[config.mk]
export PLATFORM = sky130hd
export DESIGN_NAME = pipeline_ctrl
export DESIGN_NICKNAME = d
export VERILOG_FILES = /design/src/logic/core_pkg.sv /design/src/logic/stage_tracker.sv /design/src/logic/controller.sv /design/src/logic/trap_csr.sv /design/src/logic/pipeline_ctrl.sv
export VERILOG_INCLUDE_DIRS = /design/src /design/src/include
export SDC_FILE = /design/constraint.sdc
export NUM_CORES = 1
export LEC_CHECK = 0
export BUFFER_PORTS_ARGS = -buffer_cell sky130_fd_sc_hd__buf_2
export CAP_MARGIN = 10
export CORE_UTILIZATION = 50
export CTS_CLUSTER_DIAMETER = 60
export DETAILED_ROUTE_END_ITERATION = 16
export GPL_TIMING_DRIVEN = 1
export HOLD_SLACK_MARGIN = 0.06
export PLACE_DENSITY = 0.73
export SLEW_MARGIN = 20
export SYNTH_ARGS = -nofsm -noshare
export SYNTH_HDL_FRONTEND = slang
export SYNTH_HIERARCHICAL = 1
export SYNTH_SLANG_ARGS = --single-unit
[constraint.sdc]
create_clock -name clk_i -period 1.8 [get_ports clk_i]
set_input_delay 0.36 -clock clk_i [delete_from_list [all_inputs] [get_ports clk_i]]
set_output_delay 0.36 -clock clk_i [all_outputs]
set_load 0.05 [all_outputs]
[src/include/core_cfg.svh]
`ifndef CORE_CFG_SVH
`define CORE_CFG_SVH

// Register index and datapath widths
`define CORE_REG_ADDR_W 5
`define CORE_XLEN 32

// Trap unit constants
`define CORE_EXC_CAUSE_W 5
`define CORE_MEPC_RESET 32'h0000_0000

`endif

[src/logic/core_pkg.sv]
`include "core_cfg.svh"

package core_pkg;

    typedef logic [`CORE_REG_ADDR_W-1:0]  reg_addr_t;
    typedef logic [`CORE_XLEN-1:0]        xlen_t;
    typedef logic [`CORE_EXC_CAUSE_W-1:0] exc_cause_t;

    // mcause codes for synchronous exceptions
    localparam exc_cause_t EXC_CAUSE_INSTR_ADDR_MISAL = 5'd0;
    localparam exc_cause_t EXC_CAUSE_ILLEGAL_INSN     = 5'd2;

    // Operand source select for the ID stage
    typedef enum logic [2:0] {
        NO_FORWARD,
        FWD_EX_ALU_RES_TO_ID,
        FWD_MEM_ALU_RES_TO_ID,
        FWD_MEM_RDATA_TO_ID,
        FWD_WB_ALU_RES_TO_ID,
        FWD_WB_RDATA_TO_ID
    } forward_t;

    typedef enum logic [1:0] {
        PC_NEXT,
        PC_JAL,
        PC_JALR,
        PC_BRANCH
    } pc_source_t;

    // Decoded instruction as seen in ID
    typedef struct packed {
        logic       valid;
        reg_addr_t  rs1;
        reg_addr_t  rs2;
        reg_addr_t  rd;
        logic       alu_wen;
        logic       mem_wen;
        pc_source_t pc_source;
        logic       illegal;
        logic       misaligned;
        logic       is_mret;
        xlen_t      pc;
    } id_instr_t;

    // One slot of EX, MEM or WB
    typedef struct packed {
        logic      valid;
        reg_addr_t rd;
        logic      alu_wen;
        logic      mem_wen;
        xlen_t     pc;
    } stage_info_t;

endpackage

[src/logic/stage_tracker.sv]
`timescale 1ns/10ps

module stage_tracker import core_pkg::*; (
    input  logic        clk_i,
    input  logic        rst_i,
    input  id_instr_t   id_instr_i,
    input  logic        stall_ex_i,
    input  logic        flush_ex_i,
    input  logic        flush_mem_i,
    output stage_info_t ex_stage_o,
    output stage_info_t mem_stage_o,
    output stage_info_t wb_stage_o
);

    // Empty slot, nothing gets written back
    localparam stage_info_t BUBBLE = '0;

    stage_info_t id_slot;
    stage_info_t ex_q;
    stage_info_t mem_q;
    stage_info_t wb_q;

    // Only the writeback summary of the ID instruction moves on
    always_comb begin
        id_slot.valid   = id_instr_i.valid;
        id_slot.rd      = id_instr_i.rd;
        id_slot.alu_wen = id_instr_i.valid && id_instr_i.alu_wen;
        id_slot.mem_wen = id_instr_i.valid && id_instr_i.mem_wen;
        id_slot.pc      = id_instr_i.pc;
    end

    // EX slot holds while the FPU keeps EX busy
    always_ff @(posedge clk_i) begin
        if (rst_i) begin
            ex_q <= BUBBLE;
        end else if (!stall_ex_i) begin
            if (flush_ex_i) begin
                ex_q <= BUBBLE;
            end else begin
                ex_q <= id_slot;
            end
        end
    end

    always_ff @(posedge clk_i) begin
        if (rst_i) begin
            mem_q <= BUBBLE;
        end else if (flush_mem_i) begin
            mem_q <= BUBBLE;
        end else begin
            mem_q <= ex_q;
        end
    end

    // WB never stalls or flushes
    always_ff @(posedge clk_i) begin
        if (rst_i) begin
            wb_q <= BUBBLE;
        end else begin
            wb_q <= mem_q;
        end
    end

    assign ex_stage_o  = ex_q;
    assign mem_stage_o = mem_q;
    assign wb_stage_o  = wb_q;

endmodule

[src/logic/controller.sv]
`timescale 1ns/10ps

module controller import core_pkg::*; (
    input  id_instr_t   id_instr_i,
    input  stage_info_t ex_stage_i,
    input  stage_info_t mem_stage_i,
    input  stage_info_t wb_stage_i,
    input  logic        branch_taken_ex_i,
    input  logic        misaligned_ex_i,
    input  logic        fpu_req_i,
    input  logic        fpu_gnt_i,
    input  logic        fpu_busy_i,
    output forward_t    fwd_op1_o,
    output forward_t    fwd_op2_o,
    output logic        stall_if_o,
    output logic        stall_id_o,
    output logic        stall_ex_o,
    output logic        flush_id_o,
    output logic        flush_ex_o,
    output logic        flush_mem_o,
    output logic        save_pc_id_o,
    output logic        save_pc_ex_o,
    output exc_cause_t  exception_cause_o
);

    logic trap_ex;
    logic trap_id;
    logic fpu_gnt_stall;
    logic load_use;
    logic id_is_jump;

    // Nearest producer wins, ALU result before load data
    function automatic forward_t resolve_fwd(
        input reg_addr_t   rs,
        input stage_info_t ex,
        input stage_info_t mem,
        input stage_info_t wb
    );
        forward_t sel;
        sel = NO_FORWARD;
        if (rs != '0) begin
            if (ex.valid && ex.alu_wen && ex.rd == rs) begin
                sel = FWD_EX_ALU_RES_TO_ID;
            end else if (mem.valid && mem.rd == rs && (mem.alu_wen || mem.mem_wen)) begin
                sel = mem.alu_wen ? FWD_MEM_ALU_RES_TO_ID : FWD_MEM_RDATA_TO_ID;
            end else if (wb.valid && wb.rd == rs && (wb.alu_wen || wb.mem_wen)) begin
                sel = wb.alu_wen ? FWD_WB_ALU_RES_TO_ID : FWD_WB_RDATA_TO_ID;
            end
        end
        return sel;
    endfunction

    always_comb begin
        fwd_op1_o = resolve_fwd(id_instr_i.rs1, ex_stage_i, mem_stage_i, wb_stage_i);
        fwd_op2_o = resolve_fwd(id_instr_i.rs2, ex_stage_i, mem_stage_i, wb_stage_i);
    end

    assign trap_ex = ex_stage_i.valid && misaligned_ex_i;
    assign trap_id = id_instr_i.valid &&
                     (id_instr_i.illegal || id_instr_i.misaligned || id_instr_i.is_mret);

    assign fpu_gnt_stall = fpu_req_i && !fpu_gnt_i;

    // Load data only exists after MEM, so a dependent op must wait a cycle
    assign load_use = ex_stage_i.valid && ex_stage_i.mem_wen &&
                      ((id_instr_i.rs1 != '0 && ex_stage_i.rd == id_instr_i.rs1) ||
                       (id_instr_i.rs2 != '0 && ex_stage_i.rd == id_instr_i.rs2));

    assign id_is_jump = (id_instr_i.pc_source == PC_JAL) || (id_instr_i.pc_source == PC_JALR);

    always_comb begin
        stall_ex_o = fpu_busy_i;
        stall_id_o = stall_ex_o || fpu_gnt_stall || load_use;
        stall_if_o = stall_id_o;
    end

    // Each flush pulls in every stage above it
    always_comb begin
        flush_mem_o = trap_ex || stall_ex_o;
        flush_ex_o  = flush_mem_o || branch_taken_ex_i || stall_id_o || trap_id;
        flush_id_o  = flush_ex_o || id_is_jump;
    end

    // EX trap is older, so it beats anything in ID
    always_comb begin
        save_pc_ex_o      = 1'b0;
        save_pc_id_o      = 1'b0;
        exception_cause_o = '0;
        if (trap_ex) begin
            save_pc_ex_o      = 1'b1;
            exception_cause_o = EXC_CAUSE_INSTR_ADDR_MISAL;
        end else if (trap_id && !branch_taken_ex_i && !id_instr_i.is_mret) begin
            save_pc_id_o = 1'b1;
            if (id_instr_i.illegal) begin
                exception_cause_o = EXC_CAUSE_ILLEGAL_INSN;
            end else if (id_instr_i.misaligned) begin
                exception_cause_o = EXC_CAUSE_INSTR_ADDR_MISAL;
            end
        end
    end

endmodule

[src/logic/trap_csr.sv]
`timescale 1ns/10ps

`include "core_cfg.svh"

module trap_csr import core_pkg::*; (
    input  logic       clk_i,
    input  logic       rst_i,
    input  logic       save_pc_id_i,
    input  logic       save_pc_ex_i,
    input  xlen_t      id_pc_i,
    input  xlen_t      ex_pc_i,
    input  exc_cause_t cause_i,
    output xlen_t      mepc_o,
    output exc_cause_t mcause_o
);

    xlen_t      mepc_q;
    exc_cause_t mcause_q;

    // EX save has priority, the controller never raises both anyway
    always_ff @(posedge clk_i) begin
        if (rst_i) begin
            mepc_q   <= `CORE_MEPC_RESET;
            mcause_q <= '0;
        end else if (save_pc_ex_i) begin
            mepc_q   <= ex_pc_i;
            mcause_q <= cause_i;
        end else if (save_pc_id_i) begin
            mepc_q   <= id_pc_i;
            mcause_q <= cause_i;
        end
    end

    assign mepc_o   = mepc_q;
    assign mcause_o = mcause_q;

endmodule

[src/logic/pipeline_ctrl.sv]
`timescale 1ns/10ps

module pipeline_ctrl import core_pkg::*; (
    input  logic       clk_i,
    input  logic       rst_i,
    input  id_instr_t  id_instr_i,
    input  logic       branch_taken_ex_i,
    input  logic       misaligned_ex_i,
    input  logic       fpu_req_i,
    input  logic       fpu_gnt_i,
    input  logic       fpu_busy_i,
    output forward_t   fwd_op1_o,
    output forward_t   fwd_op2_o,
    output logic       stall_if_o,
    output logic       stall_id_o,
    output logic       stall_ex_o,
    output logic       flush_id_o,
    output logic       flush_ex_o,
    output logic       flush_mem_o,
    output logic       trap_taken_o,
    output xlen_t      mepc_o,
    output exc_cause_t mcause_o
);

    stage_info_t ex_stage;
    stage_info_t mem_stage;
    stage_info_t wb_stage;
    logic        save_pc_id;
    logic        save_pc_ex;
    exc_cause_t  exception_cause;

    stage_tracker i_stage_tracker (
        .clk_i       (clk_i),
        .rst_i       (rst_i),
        .id_instr_i  (id_instr_i),
        .stall_ex_i  (stall_ex_o),
        .flush_ex_i  (flush_ex_o),
        .flush_mem_i (flush_mem_o),
        .ex_stage_o  (ex_stage),
        .mem_stage_o (mem_stage),
        .wb_stage_o  (wb_stage)
    );

    controller i_controller (
        .id_instr_i        (id_instr_i),
        .ex_stage_i        (ex_stage),
        .mem_stage_i       (mem_stage),
        .wb_stage_i        (wb_stage),
        .branch_taken_ex_i (branch_taken_ex_i),
        .misaligned_ex_i   (misaligned_ex_i),
        .fpu_req_i         (fpu_req_i),
        .fpu_gnt_i         (fpu_gnt_i),
        .fpu_busy_i        (fpu_busy_i),
        .fwd_op1_o         (fwd_op1_o),
        .fwd_op2_o         (fwd_op2_o),
        .stall_if_o        (stall_if_o),
        .stall_id_o        (stall_id_o),
        .stall_ex_o        (stall_ex_o),
        .flush_id_o        (flush_id_o),
        .flush_ex_o        (flush_ex_o),
        .flush_mem_o       (flush_mem_o),
        .save_pc_id_o      (save_pc_id),
        .save_pc_ex_o      (save_pc_ex),
        .exception_cause_o (exception_cause)
    );

    trap_csr i_trap_csr (
        .clk_i        (clk_i),
        .rst_i        (rst_i),
        .save_pc_id_i (save_pc_id),
        .save_pc_ex_i (save_pc_ex),
        .id_pc_i      (id_instr_i.pc),
        .ex_pc_i      (ex_stage.pc),
        .cause_i      (exception_cause),
        .mepc_o       (mepc_o),
        .mcause_o     (mcause_o)
    );

    // Trap is visible in the same cycle as the save strobe
    assign trap_taken_o = save_pc_id || save_pc_ex;

endmodule

# After elaboration in Yosys (flattened, before gate mapping)
# Index checks and enable logic that the tools add are counted.
[classes] addsub=0 n_mul=0 div_mod_pow=0 order_cmp=0 n_eq_ne=8 shifts=0 mux=21 bitwise_logic=0 reduce_logical=43
[op_table] op="32-bit two-way mux" n=2
[op_table] op="40-bit two-way mux" n=1
[op_table] op="5-bit equality test" n=6
[op_table] op="3-bit two-way mux" n=8
[op_table] op="1-bit logical AND" n=22
[op_table] op="5-bit two-way mux" n=4
[op_table] op="1-bit logical OR" n=14
[op_table] op="5-bit nonzero test" n=2
[op_table] op="1-bit two-way mux" n=5
[op_table] op="1-bit logical NOT" n=3
[op_table] op="2-bit by 1-bit equality test with 1-bit output (second input constant)" n=1
[op_table] op="2-bit equality test (second input constant)" n=1
[op_table] op="2-bit two-way mux" n=1
[op_table] op="2-bit nonzero test" n=1
[op_table] op="2-bit OR reduction" n=1
[totals] reg_bits=93 latch_bits=0 mem_bits_rw=0 romBits=0 inputBits=62 elab_cells=87 mem_count=0

# Logic depth before layout (Yosys ltp)
[depth] ltp_word=9 mapped_depth=8 mapped_depth_nobuf=7

# Cells and area by module
# Netlist, hierarchy kept.
[modules_own_cells] module="stage_tracker" instances=1 cells_per_inst=346 area_each_um2=3717.3
[modules_own_cells] module="trap_csr" instances=1 cells_per_inst=165 area_each_um2=1694.1
[modules_own_cells] module="controller" instances=1 cells_per_inst=91 area_each_um2=624.3
[modules_own_cells] module="pipeline_ctrl" instances=1 cells_per_inst=1 area_each_um2=6.3

# Least setup slack after synthesis
# Ideal clock, no wire load.
[synth_path] kind="reg2out" startpoint="reg i_stage_tracker.ex_q, in the netlist i_stage_tracker/ex_stage_o[36]" endpoint="out fwd_op2_o[2]" arrival_time_ps=2453 path_slack_ps=-1013 stages_incl_launch_ff=6 path_cell_list="dfxtp_1 xor2_1 nor3_1 nand4_1 nand2_1 nor4b_1"
[synth_between] elab_chain_cells=4
[synth_lines] item="start, declared" line_no="stage_tracker.sv:19" source="stage_info_t ex_q;"
[synth_lines] item="start signal, assigned" line_no="stage_tracker.sv:40" source="ex_q <= id_slot;"
[synth_lines] item="5-bit equality test" line_no="controller.sv:42" source="if (ex.valid && ex.alu_wen && ex.rd == rs) begin"
[synth_lines] item="1-bit logical AND" line_no="controller.sv:42"
[synth_lines] item="3-bit two-way mux" line_no="controller.sv:42"
[synth_lines] item="3-bit two-way mux" line_no="controller.sv:41" source="if (rs != '0) begin"
[synth_lines] item="end, declared" line_no="pipeline_ctrl.sv:13" source="output forward_t fwd_op2_o,"
# Every way passes these cells.

# Worst setup path in the final report
[layout_path] startpoint="reg i_stage_tracker.mem_q, in the netlist i_stage_tracker/mem_stage_o[34]" endpoint="out fwd_op1_o[0]"
[layout_between] elab_chain_cells=6
[layout_lines] item="start, declared" line_no="stage_tracker.sv:20" source="stage_info_t mem_q;"
[layout_lines] item="start signal, assigned" line_no="stage_tracker.sv:51" source="mem_q <= ex_q;"
[layout_lines] item="5-bit equality test" line_no="controller.sv:44" source="end else if (mem.valid && mem.rd == rs && (mem.alu_wen || mem.mem_wen)) begin"
[layout_lines] item="1-bit logical AND (2 in series)" line_no="controller.sv:44"
[layout_lines] item="3-bit two-way mux" line_no="controller.sv:44"
[layout_lines] item="3-bit two-way mux" line_no="controller.sv:42"
[layout_lines] item="3-bit two-way mux" line_no="controller.sv:41"
[layout_lines] item="end, declared" line_no="pipeline_ctrl.sv:12" source="output forward_t fwd_op1_o,"
# Every way passes these cells.

==> flow_metrics.env <==
export IMPL_critPathKind="reg -> out"
export IMPL_placementRows=33
export IMPL_start_kind="flop"
export IMPL_port_buffers=111
export IMPL_dieWidth_um=95.2
export IMPL_syn_to_final_growth_pct=38.0
export IMPL_avgViaCountPerCell=5.39
export IMPL_crit_family="simple AND/OR/NAND/NOR gates"
export IMPL_crit_slowest_cell="dfxtp_2"
export IMPL_clock_latency_ns=0.35
export IMPL_violations="setup timing"
export IMPL_root_buffer="clkbuf_8"
export IMPL_clk_pin_slew_worst_paths_ns=0.09
export IMPL_finalSetupViolCount=48
export IMPL_cellLeakagePower_nw=2.45
export IMPL_cp_arrival_ns=1.94
export IMPL_yosys_warnings=6
export IMPL_crit_fanout=3
export IMPL_cts_made_buffers=9
export IMPL_start_util_pct=52.4
export IMPL_drive_above_1_share_pct=40.7
export IMPL_grt_usage_pct=24.6
export IMPL_drt_iter0_markers=194
export IMPL_fillers=630
export IMPL_design_core_area_mm2=0.00830
export IMPL_top_layer_used="met4"
export IMPL_wl_per_cell_um=16.4
export IMPL_post_route_drc_count=0
export IMPL_die_h_um=95.2
export IMPL_tns_ns=-8.00
export IMPL_hold_path_class="in -> reg"
export IMPL_gr_total_overflow=0
export IMPL_synth_cell_area_mm2=0.00435
export IMPL_slew_headroom_pct=58.5
export IMPL_pre_cts_ws_ns=-0.318
export IMPL_avgSynthCellArea_um2=9.23
export IMPL_final_net_count=664
export IMPL_dp_hpwl_um=6910
export IMPL_cp_required_ns=1.44
export IMPL_multiInputGateArea_mm2=0.00253
export IMPL_first_pass_iters=4
export IMPL_grt_first_pass_wirelength_um=17300
export IMPL_power_total_mw=4.15
export IMPL_finalMaxSlewViolations=0
export IMPL_critPathBufInv=1
export IMPL_cts_htree_levels=3
export IMPL_vias=3837
export IMPL_fin_skew_ns=0.0118
export IMPL_fin_crit_ns=2.30
export IMPL_grt_pass1_vias=3580
export IMPL_max_stage_delay_ns=0.34
export IMPL_grt_max_degree=61
export IMPL_worstPathCellList="xor2_1 -> nor4_2 -> nand3_1 -> nor4b_2 -> o21a_2 -> buf_8"
export IMPL_diodes=0
export IMPL_postSynthCellCount=471
export IMPL_finalHoldViolCount=0
export IMPL_tightest_slew_ns=0.617
export IMPL_tritoncts="done"
export IMPL_layout_setup_ws_ns=-0.500
export IMPL_routed_wl_um=11700
export IMPL_fmax_mhz=435
export IMPL_fin_crit_sh_pct=128
export IMPL_cellPowerDensity_mw_per_mm2=693
export IMPL_ant_nets=0
export IMPL_grt_setup_unrepaired="true"
export IMPL_end_kind="output pin"
export IMPL_die_area_mm2=0.00907
export IMPL_dr_wl_met2_um=6050
export IMPL_cts_sinks=93
export IMPL_drv_cap=0
export IMPL_gp_congestion=0.877
export IMPL_clockBufferDepth=2
export IMPL_ioPinCount=112
export IMPL_met3_length_um=481
export IMPL_status="finished, violations left"
export IMPL_ir_worst_vdd_uv=607
export IMPL_m1WireLength_um=5010
export IMPL_antenna_found_initial=0
export IMPL_area_sequential_mm2=0.00188
cell type report:
class	instances	area share (%)
Clock buffer	13	2.48
Clock inverter	3	0.751
Inverter	3	0.250
Multi-Input combinational cell	335	42.2
Sequential cell	93	31.4
Tap cell	105	2.19
Timing Repair Buffer	160	20.7
through the flow:
step / instance area, um2 / util, % / hold WS (ns) / cells
detailed placement: 5180 / 62.4 / 0.454 / 682
global placement: 5180 / 62.4 / 0.450 / 682
floorplan: 4480 / - / 0.431 / 474
CTS: 5740 / 69.1 / 0.310 / 709
finish: 6000 / 72.3 / 0.326 / 712
global route: 6000 / 72.3 / 0.317 / 712
power breakdown:
part,internal (mW),switching (mW)
logic,0.264,0.386
registers,2.09,0.0247
clock network,0.683,0.703
worst paths after layout:
kind         depth (start not counted)                             from                        endpoint  slack [ns]
max reg2reg                          9   i_stage_tracker/ex_stage_o[37]  i_stage_tracker/ex_stage_o[30]       -0.18
min                                  3                   id_instr_i[38]  i_stage_tracker/ex_stage_o[33]        0.33
min reg2reg                          2    i_stage_tracker/ex_stage_o[6]   i_stage_tracker/ex_stage_o[6]        0.47
max                                  6  i_stage_tracker/mem_stage_o[34]                    fwd_op1_o[0]       -0.50
what timing repair did:
action                                  4_1_cts  5_1_grt
hold buffers                                  0        0
resized for setup                            61       51
pin swaps                                    21       17
gates cloned                                  5        2
buffers inserted                              7        2
endpoints found under the setup margin       49       64
state kept, by name, summed over array words and instances (netlist names):
name                         cells
i_stage_tracker/mem_stage_o      8
i_trap_csr/mcause_o              5
i_stage_tracker/ex_stage_o      40
i_stage_tracker/wb_stage_o       8
i_trap_csr/mepc_o               32
tightest hold or removal path, stage by stage:
cell       delay (ns)
buf_2            0.11
nand4bb_1        0.09
a21oi_1          0.06
per-layer routing:
layer,track usage [%],vias to the layer above
li1,-,1879
met1,30.3,1860
met2,43.0,87
met3,5.82,11
met4,6.19,0
met5,0,-
cell usage in the layout (no fill, tap or decap), types with 6 or more instances in the layout:
cell       n
clkbuf_8  10
buf_6      9
buf_8      8
nor2b_1   40
a21oi_2   19
dfxtp_2    6
a211oi_1  31
nor2_1     8
xor2_1    17
xor2_2     7
buf_4     33
or3b_4    11
xnor2_1    7
nand2_1   45
mux2i_1   32
o21ai_0    7
buf_2     99
a21oi_1   27
buf_16     6
and2_1    10
dfxtp_1   83
or3b_1    30
No activity file was read; power rests on OpenSTA's default activity.
